### config.mk
export PLATFORM = sky130hd
export DESIGN_NAME = cen_hub
export DESIGN_NICKNAME = d
export VERILOG_FILES = /design/src/logic/cen_pkg.sv /design/src/logic/cen_hub.sv /design/src/logic/cen_out_gate.sv /design/src/logic/cen_frac_div.sv /design/src/logic/cen_fixed_div.sv /design/src/logic/cen_cfg_regs.sv
export VERILOG_INCLUDE_DIRS = /design/src /design/src/logic
export SDC_FILE = /design/constraint.sdc
export NUM_CORES = 1
export LEC_CHECK = 0
export ABC_AREA = 1
export BUFFER_PORTS_ARGS = -buffer_cell sky130_fd_sc_hd__clkbuf_2
export CAP_MARGIN = 20
export CORE_ASPECT_RATIO = 1.5
export CORE_MARGIN = 2
export CORE_UTILIZATION = 40
export CTS_CLUSTER_SIZE = 8
export DETAILED_ROUTE_END_ITERATION = 12
export PLACE_DENSITY = 0.55
export REMOVE_ABC_BUFFERS = 1
export SKIP_LAST_GASP = 1
export SLEW_MARGIN = 20
export SYNTH_ARGS = -nofsm -noshare
export SYNTH_HDL_FRONTEND = slang
export SYNTH_HIERARCHICAL = 1
export SYNTH_SLANG_ARGS = --single-unit
### constraint.sdc
create_clock -name clk -period 4.1 [get_ports clk]
set_clock_uncertainty 0.15 [all_clocks]
set_input_delay 0.615 -clock clk [delete_from_list [all_inputs] [get_ports clk]]
set_output_delay 0.615 -clock clk [all_outputs]
set_load 0.01 [all_outputs]
### src/logic/cen_params.svh
////////////////////////////////////////////////////////////
// Widths and reset defaults for the clock-enable hub
// Clock is 48 MHz; defaults give 3.579545 MHz
////////////////////////////////////////////////////////////

`ifndef CEN_PARAMS_SVH
`define CEN_PARAMS_SVH

// Fractional divider step, limit and accumulator
`define CEN_FRAC_W   11

// Integer period counter
`define CEN_PER_W    16

// Config word, twice the fractional width
`define CEN_CFG_W    22

// 48 MHz * 105 / 1408 = 3.579545 MHz
`define CEN_DEF_STEP 105
`define CEN_DEF_LIM  1408

`endif
### src/logic/cen_pkg.sv
////////////////////////////////////////////////////////////
// Shared types of the clock-enable hub
// Enable bundles, config word views, divider mode
////////////////////////////////////////////////////////////

`include "cen_params.svh"

package cen_pkg;

    // Fixed bank, one bit per enable
    typedef struct packed {
        logic cen12;
        logic cen12b;   // 180 deg
        logic cen16;
        logic cen8;
        logic cen6;
        logic cen6b;
        logic cen4;
        logic cen3;
        logic cen3b;
        logic cen3q;    // Quarter ahead of cen3
        logic cen3qb;
        logic cen1p5;   // Pause boundary
        logic cen1p5b;
    } cen_fixed_t;

    typedef struct packed {
        logic cen_main;
        logic cen_half; // Every second cen_main
    } cen_prog_t;

    // Same word, read by mode
    typedef union packed {
        struct packed {
            logic [`CEN_FRAC_W-1:0] step;
            logic [`CEN_FRAC_W-1:0] lim;
        } frac;
        struct packed {
            logic [`CEN_CFG_W-`CEN_PER_W-1:0] spare;
            logic [`CEN_PER_W-1:0]            period;
        } intv;
    } cen_cfg_u;

    typedef enum logic {
        MODE_FRAC = 1'b0,
        MODE_INT  = 1'b1
    } cen_mode_e;

    // Top-level output bus
    typedef struct packed {
        cen_fixed_t fixed;
        cen_prog_t  prog;
    } cen_out_t;

endpackage

### src/logic/cen_hub.sv
////////////////////////////////////////////////////////////
// Clock-enable hub top level
// Config regs, fixed bank, programmable divider, gate
////////////////////////////////////////////////////////////

`timescale 1ns/1ps

module cen_hub
    import cen_pkg::*;
(
    input  logic      clk,         // 48 MHz
    input  logic      arst_n,
    input  logic      cfg_we,
    input  cen_mode_e cfg_mode,
    input  cen_cfg_u  cfg_data,
    input  logic      pause,
    output cen_out_t  cen
);

    cen_mode_e  mode;
    cen_cfg_u   cfg;
    logic       restart;
    cen_fixed_t fixed;
    cen_prog_t  prog;

    cen_cfg_regs u_cfg_regs (
        .clk      (clk),
        .arst_n   (arst_n),
        .cfg_we   (cfg_we),
        .cfg_mode (cfg_mode),
        .cfg_data (cfg_data),
        .mode     (mode),
        .cfg      (cfg),
        .restart  (restart)
    );

    cen_fixed_div u_fixed_div (
        .clk    (clk),
        .arst_n (arst_n),
        .fixed  (fixed)
    );

    cen_frac_div u_frac_div (
        .clk     (clk),
        .arst_n  (arst_n),
        .mode    (mode),
        .cfg     (cfg),
        .restart (restart),
        .prog    (prog)
    );

    // One cycle behind the dividers
    cen_out_gate u_out_gate (
        .clk    (clk),
        .arst_n (arst_n),
        .pause  (pause),
        .fixed  (fixed),
        .prog   (prog),
        .cen    (cen)
    );

endmodule

### src/logic/cen_out_gate.sv
////////////////////////////////////////////////////////////
// Output stage
// Registers all enables, pause applied on 1.5 MHz edges
////////////////////////////////////////////////////////////

`timescale 1ns/1ps

module cen_out_gate
    import cen_pkg::*;
(
    input  logic       clk,
    input  logic       arst_n,
    input  logic       pause,      // Level, any time
    input  cen_fixed_t fixed,
    input  cen_prog_t  prog,
    output cen_out_t   cen
);

    logic paused;
    logic paused_nxt;

    // Pause only moves on a cen1p5 cycle, so phases stay aligned
    always_comb begin
        paused_nxt = paused;
        if (fixed.cen1p5) paused_nxt = pause;
    end

    ////////////////////////////////////////////////////////////
    // Pause flag and output register

    always_ff @(posedge clk or negedge arst_n) begin
        if (!arst_n) begin
            paused <= 1'b0;
            cen    <= '0;
        end else begin
            paused <= paused_nxt;
            // Boundary pulse follows the new state
            if (paused_nxt) cen <= '0;
            else            cen <= '{fixed: fixed, prog: prog};
        end
    end

endmodule

### src/logic/cen_frac_div.sv
////////////////////////////////////////////////////////////
// Programmable divider
// Fractional step/limit accumulator or integer period
// counter, plus a half-rate enable
////////////////////////////////////////////////////////////

`timescale 1ns/1ps

`include "cen_params.svh"

module cen_frac_div
    import cen_pkg::*;
(
    input  logic      clk,
    input  logic      arst_n,
    input  cen_mode_e mode,
    input  cen_cfg_u  cfg,
    input  logic      restart,     // Clears count and toggle
    output cen_prog_t prog
);

    logic [`CEN_PER_W-1:0] cnt;           // Accumulator or period count
    logic                  alt;           // Half-rate toggle
    logic [`CEN_PER_W-1:0] step_x;
    logic [`CEN_PER_W-1:0] lim_x;
    logic [`CEN_PER_W-1:0] frac_next;
    logic [`CEN_PER_W-1:0] frac_max;
    logic [`CEN_PER_W:0]   int_next;      // Extra bit, no wrap
    logic [`CEN_PER_W-1:0] cnt_nxt;
    logic                  hit;
    logic                  bad;

    ////////////////////////////////////////////////////////////
    // Next count

    always_comb begin
        // Widened so step + lim cannot overflow
        step_x    = `CEN_PER_W'(cfg.frac.step);
        lim_x     = `CEN_PER_W'(cfg.frac.lim);
        frac_next = cnt + step_x;
        frac_max  = lim_x + step_x;
        int_next  = {1'b0, cnt} + (`CEN_PER_W+1)'(1);
        hit       = 1'b0;
        bad       = 1'b0;
        if (mode == MODE_FRAC) begin
            bad     = cnt >= frac_max;             // Out of range, recover
            hit     = frac_next >= lim_x;
            cnt_nxt = hit ? frac_next - lim_x : frac_next;
        end else begin
            // Period 0 or 1 hits every cycle
            hit     = int_next >= {1'b0, cfg.intv.period};
            cnt_nxt = hit ? '0 : int_next[`CEN_PER_W-1:0];
        end
    end

    ////////////////////////////////////////////////////////////
    // Count and outputs

    always_ff @(posedge clk or negedge arst_n) begin
        if (!arst_n) begin
            cnt  <= '0;
            alt  <= 1'b0;
            prog <= '0;
        end else begin
            prog <= '0;                            // Single-cycle pulses
            if (restart || bad) begin
                cnt <= '0;
                alt <= 1'b0;
            end else begin
                cnt <= cnt_nxt;
                if (hit) begin
                    prog.cen_main <= 1'b1;
                    prog.cen_half <= alt;          // Every second hit
                    alt           <= ~alt;
                end
            end
        end
    end

endmodule

### src/logic/cen_fixed_div.sv
////////////////////////////////////////////////////////////
// Fixed divider bank, 48 MHz in
// 12/16/8/6/4/3/1.5 MHz enables with shifted copies
////////////////////////////////////////////////////////////

`timescale 1ns/1ps

module cen_fixed_div
    import cen_pkg::*;
(
    input  logic       clk,
    input  logic       arst_n,
    output cen_fixed_t fixed
);

    logic [4:0] cnt;       // Binary, powers of two
    logic [2:0] cnt6;      // Mod 6, for 8 and 16 MHz
    logic       cnt12;     // Toggles every 6, for 4 MHz

    ////////////////////////////////////////////////////////////
    // Counters

    always_ff @(posedge clk or negedge arst_n) begin
        if (!arst_n) begin
            cnt   <= 5'd0;
            cnt6  <= 3'd0;
            cnt12 <= 1'b0;
        end else begin
            cnt   <= cnt + 5'd1;                     // Free running
            cnt6  <= (cnt6 == 3'd5) ? 3'd0 : cnt6 + 3'd1;
            cnt12 <= cnt12 ^ (cnt6 == 3'd5);
        end
    end

    ////////////////////////////////////////////////////////////
    // Enable decode

    always_ff @(posedge clk or negedge arst_n) begin
        if (!arst_n) begin
            fixed <= '0;
        end else begin
            // 12 MHz, period 4
            fixed.cen12   <= cnt[1:0] == 2'd0;
            fixed.cen12b  <= cnt[1:0] == 2'd2;
            // 16 MHz, two hits per mod-6 turn
            fixed.cen16   <= (cnt6 == 3'd0) || (cnt6 == 3'd3);
            fixed.cen8    <= cnt6 == 3'd0;
            fixed.cen4    <= (cnt6 == 3'd0) && cnt12;   // Every other cen8
            // 6 MHz, period 8
            fixed.cen6    <= cnt[2:0] == 3'd0;
            fixed.cen6b   <= cnt[2:0] == 3'd4;
            // 3 MHz, period 16
            fixed.cen3    <= cnt[3:0] == 4'd0;
            fixed.cen3b   <= cnt[3:0] == 4'd8;
            // 4 cycles ahead of cen3
            fixed.cen3q   <= cnt[3:0] == 4'd12;
            fixed.cen3qb  <= cnt[3:0] == 4'd4;
            // 1.5 MHz, full counter wrap
            fixed.cen1p5  <= cnt == 5'd0;
            fixed.cen1p5b <= cnt == 5'd16;
        end
    end

endmodule

### src/logic/cen_cfg_regs.sv
////////////////////////////////////////////////////////////
// Config register block
// Mode and config word captured on a write strobe,
// restart pulse to the programmable divider
////////////////////////////////////////////////////////////

`timescale 1ns/1ps

`include "cen_params.svh"

module cen_cfg_regs
    import cen_pkg::*;
(
    input  logic      clk,
    input  logic      arst_n,
    input  logic      cfg_we,      // One-cycle strobe
    input  cen_mode_e cfg_mode,
    input  cen_cfg_u  cfg_data,
    output cen_mode_e mode,
    output cen_cfg_u  cfg,
    output logic      restart      // Cycle after the strobe
);

    ////////////////////////////////////////////////////////////
    // Registers

    always_ff @(posedge clk or negedge arst_n) begin
        if (!arst_n) begin
            mode           <= MODE_FRAC;
            // Defaults for 3.579545 MHz
            cfg.frac.step  <= `CEN_FRAC_W'(`CEN_DEF_STEP);
            cfg.frac.lim   <= `CEN_FRAC_W'(`CEN_DEF_LIM);
        end else if (cfg_we) begin
            mode <= cfg_mode;
            cfg  <= cfg_data;      // No check, any word accepted
        end
    end

    ////////////////////////////////////////////////////////////
    // Restart pulse

    // New values and restart appear together
    always_ff @(posedge clk or negedge arst_n) begin
        if (!arst_n) begin
            restart <= 1'b0;
        end else begin
            restart <= cfg_we;
        end
    end

endmodule

==> results.txt <==
----------------------------------------------------
[Floorplan]
  Core area ... 15700 µm²
  Die width ... 107.6 µm
  Number of placement rows ... 56
  Die area ... 17160 µm²
  DIE HEIGHT ... 159.5 µm
  Top-Level Pins ... 42
  Initial core utilization ... 0.4106

[Logic synthesis]
  Share of synthesized cell area in and, or, nand and nor gates ... 0.3219
  Post-synth ARST share ... 1.000
  Share of the yosys chip area belonging to registers ... 0.3159
  Share of synthesized cell area in full adder, half adder and majority cells ... 0.1394
  Total of flip-flops plus latches after synthesis ... 81
  Multiplexer share of the synthesized area ... 0
  Count of flip-flops with a built-in enable after synthesis ... 0
  Cell Area, Synth ... 6445 µm²
  Avg Cell Area, Syn ... 7.332 µm²
  Area fraction in compound gates after synthesis ... 0.06601
  Top_reg_cell synth ... dfrtp_1
  Count of different cell masters after synthesis ... 40
  Xor and xnor fraction of the mapped netlist area ... 0.05300
  Fraction of synthesized cell area taken by the top area cell type ... 0.2873
  Library cell occupying the most area in the post-synthesis netlist ... dfrtp_1
  Number of instances in the synthesized netlist ... 879
  Dominant combinational cell family by area after synthesis ... simple AND/OR/NAND/NOR gates
  Warnings, synthesis ... 6
  Synth top area cells ... dfrtp_1 (29%), nand2_1 (14%), ha_1 (13%), inv_1 (8.0%), nand4_1 (4.9%)

[Routing]
  Vias post-DR ... 5711
  Number of DRC violations after detailed routing ... 0
  Via count normalized by instance count ... 5.018
  Wirelength per Cell ... 15.80 µm
  Initial DRT Pass Iterations ... 5
  Routed Antenna Nets ... 0
  Routed WL ... 17980 µm
  Count of routing violations after the opening detailed-route iteration ... 259

[Placement]
  Number of buffers added on ports ... 41
  Post-place setup slack ... 486.2 ps
  Placer's final routability congestion estimate ... 0.9146
  Final HPWL from detailed placement ... 14560 µm

[Clocking]
  Root buf cell ... clkbuf_16
  Post-CTS Hold Buffers ... 0
  CTS H-tree lvls ... 3
  Post-CTS Setup Bufs ... 0
  Total number of clock tree sinks ... 81
  Max clock buf depth ... 2
  Clock latency of the later-clocked register in the worst-skew pair ... 340 ps
  Number of cells upsized or downsized after cts ... 0
  CTS tree ... built
  Total CTS buffers ... 9
  Clock transition at the registers of the reported paths ... 70 ps

[STA]
  Ratio of final minimum period to clock period ... 0.8915
  Min Clock Period, post-route ... 3655 ps
  Least-Margin Pin Slew ... 836.3 ps
  Setup repair after global routing missed its margin ... no
  Final hold vios ... 0
  Max Transition Viols Final ... 0
  Final setup vio count ... 0
  Hold Worst Slack ... 213.8 ps
  Setup ws final ... 445.0 ps
  Remaining max-slew budget at the tightest pin ... 0.4424
  Final TNS setup ... 0 ps
  Timing-limited maximum frequency ... 0.2736 GHz

[Global route]
  Wire length of the first global-routing pass ... 29330 µm
  Number of antenna violations at the first check in global routing ... 0
  Aggregate global-route resource usage ... 0.2224
  Vias in the first global route ... 5726
  Pin count of the biggest net entering global routing ... 64
  Remaining Overflow, GRT ... 0

[Critical path]
  Element type at the critical path start ... flop
  Critical path data arrival time ... 3740 ps
  Crit path largest cell delay ... 590 ps
  Crit path required time ... 4180 ps
  Critical path start-end classification ... reg2reg
  Endpoint type of the worst setup path ... flop
  Cell with the most instances on the worst path ... nand2_1
  Cell Chain, Critical Path ... ha_1, a21oi_1, o21ai_0, a21oi_1, nor2_1, o21ai_0, nand2_1, xor2_1, ha_1, nand2_1, nor3_1, nand2_1, nand3_1, a21oi_2, inv_1, a21oi_1, nand2_1, inv_1
  Critical path fanouts, max ... 14
  Critical path's slowest cell ... dfstp_2

[Layout]
  Fill cell total of the finished layout ... 1634
  Fraction of layout instances using a drive strength above 1 ... 0.1273
  Antenna cell count ... 0
  Final Net Count ... 1027
  Area added between synthesis and finish ... 12.19%

[Power]
  Int Power ... 0.002321 W
  Comb power frac ... 0.563
  Switching Power ... 0.002008 W
  Power Dens Cells ... 598.8 nW/µm²
  Reg power frac ... 0.230
  Net Sw Frac ... 0.4639
  Highest ir drop seen on vdd ... 0.0002500 V
  Leakage power figure ... 4.049 nW
  Portion of total power attributed to the clock network ... 0.208

[Run status]
  Outcome ... finished clean

[Min path]
  Type of the worst min-delay path ... in2async

[Run]
  Max Cap Violations ... 0

----------------------------------------------------
flip-flops by register name, indices dropped and copies added, names as in the netlist:
name,count
u_cfg_regs/mode,1
u_cfg_regs/cfg,22
u_fixed_div/cnt12,1
u_cfg_regs/restart,1
u_fixed_div/cnt6,3
u_out_gate/cen,15
u_frac_div/prog,2
u_fixed_div/fixed,13
u_fixed_div/cnt,5
u_frac_div/alt,1
u_frac_div/cnt,16
u_out_gate/paused,1
power by group through the flow:
stage | clock network (W) | logic (W) | registers [W]
CTS | 0.000927 | 0.00244 | 0.000995
global placement | 0 | 0.00243 | 0.00101
detailed placement | 0 | 0.00242 | 0.00101
global route | 0.000958 | 0.00277 | 0.00100
finish | 0.000899 | 0.00244 | 0.000994
floorplan | 0 | 0.00176 | 0.000980
per-layer routing:
layer	track usage	vias to the layer above	part of all wire
met4	0.1131	0	0.052
met5	0	-	0
met2	0.4039	122	0.53
li1	-	2946	-
met3	0.02415	39	0.028
met1	0.2510	2604	0.39
through the flow:
step,std cells,cell area (µm²),total power [W],utilization
4_1_cts,1138,7231,0.004364,0.4607
3_5_place_dp,1122,6902,0.003433,0.4397
2_1_floorplan,861,6312,0.002739,-
3_3_place_gp,1122,6902,0.003441,0.4397
6_report,1138,7231,0.004330,0.4607
5_1_grt,1138,7231,0.004730,0.4607
cells in the final DEF (no fill, tap or decap), drive strengths merged:
cell type	count
nand2	251
inv	143
dfrtp	74
ha	67
nor2	67
a21oi	58
nand3	53
nand4	51
clkbuf	51
xor2	31
buf	18
nor3	16
o21ai	14
xnor2	8
dfstp	7
nand3b	4
nor4	3
fa	3
clkinv	3
bufinv	2
a21o	2
o21a	2
o21bai	2
or2	2
o211ai	1
o2111ai	1
nor3b	1
synth_stat cells (2+ instances only):
| cell type | number |
|---|---|
| o21ai_0 | 14 |
| fa_1 | 3 |
| nor2_1 | 49 |
| inv_1 | 137 |
| nand4_1 | 50 |
| nor2_8 | 2 |
| xor2_1 | 31 |
| nor2_4 | 2 |
| a21o_1 | 2 |
| nor4_1 | 3 |
| o21bai_1 | 2 |
| buf_4 | 6 |
| o21a_1 | 2 |
| nor2_2 | 14 |
| xnor2_1 | 8 |
| nand3b_1 | 3 |
| dfrtp_1 | 74 |
| buf_6 | 5 |
| nand3_1 | 52 |
| clkbuf_1 | 2 |
| nor3_1 | 16 |
| inv_2 | 5 |
| nand2_4 | 3 |
| dfstp_2 | 7 |
| ha_1 | 67 |
| nand2_2 | 8 |
| buf_2 | 4 |
| nand2_1 | 240 |
| a21oi_1 | 57 |
worst paths after layout:
kind | from | end | slack, ps | depth (start not counted)
max | u_cfg_regs/cfg[14] | u_frac_div/cnt[2] | 450 | 18
min reg2reg | u_fixed_div/cnt[4] | u_fixed_div/fixed[1] | 320 | 1
max reg2reg | u_cfg_regs/cfg[14] | u_frac_div/cnt[2] | 450 | 18
max in group asynchronous | arst_n | u_fixed_div/fixed[4] | 2790 | 2
min | arst_n | u_fixed_div/cnt6[1] | 210 | 1
min in group clk | pause | u_out_gate/cen[3] | 300 | 2
cells by family after synthesis:
family / count (synthesis)
simple gates: 448
buf+inv: 161
flops: 81
compound gates: 80
fa+ha+maj: 70
xor+xnor: 39
cell type report:
class | count | area (µm²) | share of cell area
Multi-Input combinational cell | 637 | 3740 | 0.5172
Sequential cell | 81 | 2036 | 0.2815
Inverter | 143 | 536.8 | 0.07423
Timing Repair Buffer | 58 | 335.3 | 0.04637
Tap cell | 203 | 254.0 | 0.03513
Clock buffer | 11 | 242.7 | 0.03357
Clock inverter | 5 | 86.33 | 0.01194
worst max-delay path: cells and delay by family (launching register included):
kind / cells / cell delay (ps)
compound gates: 6 / 950
xor+xnor: 1 / 150
flops: 1 / 590
buf+inv: 2 / 400
fa+ha+maj: 2 / 580
simple gates: 7 / 720
Note: power is estimated with default switching activity, not from simulation.
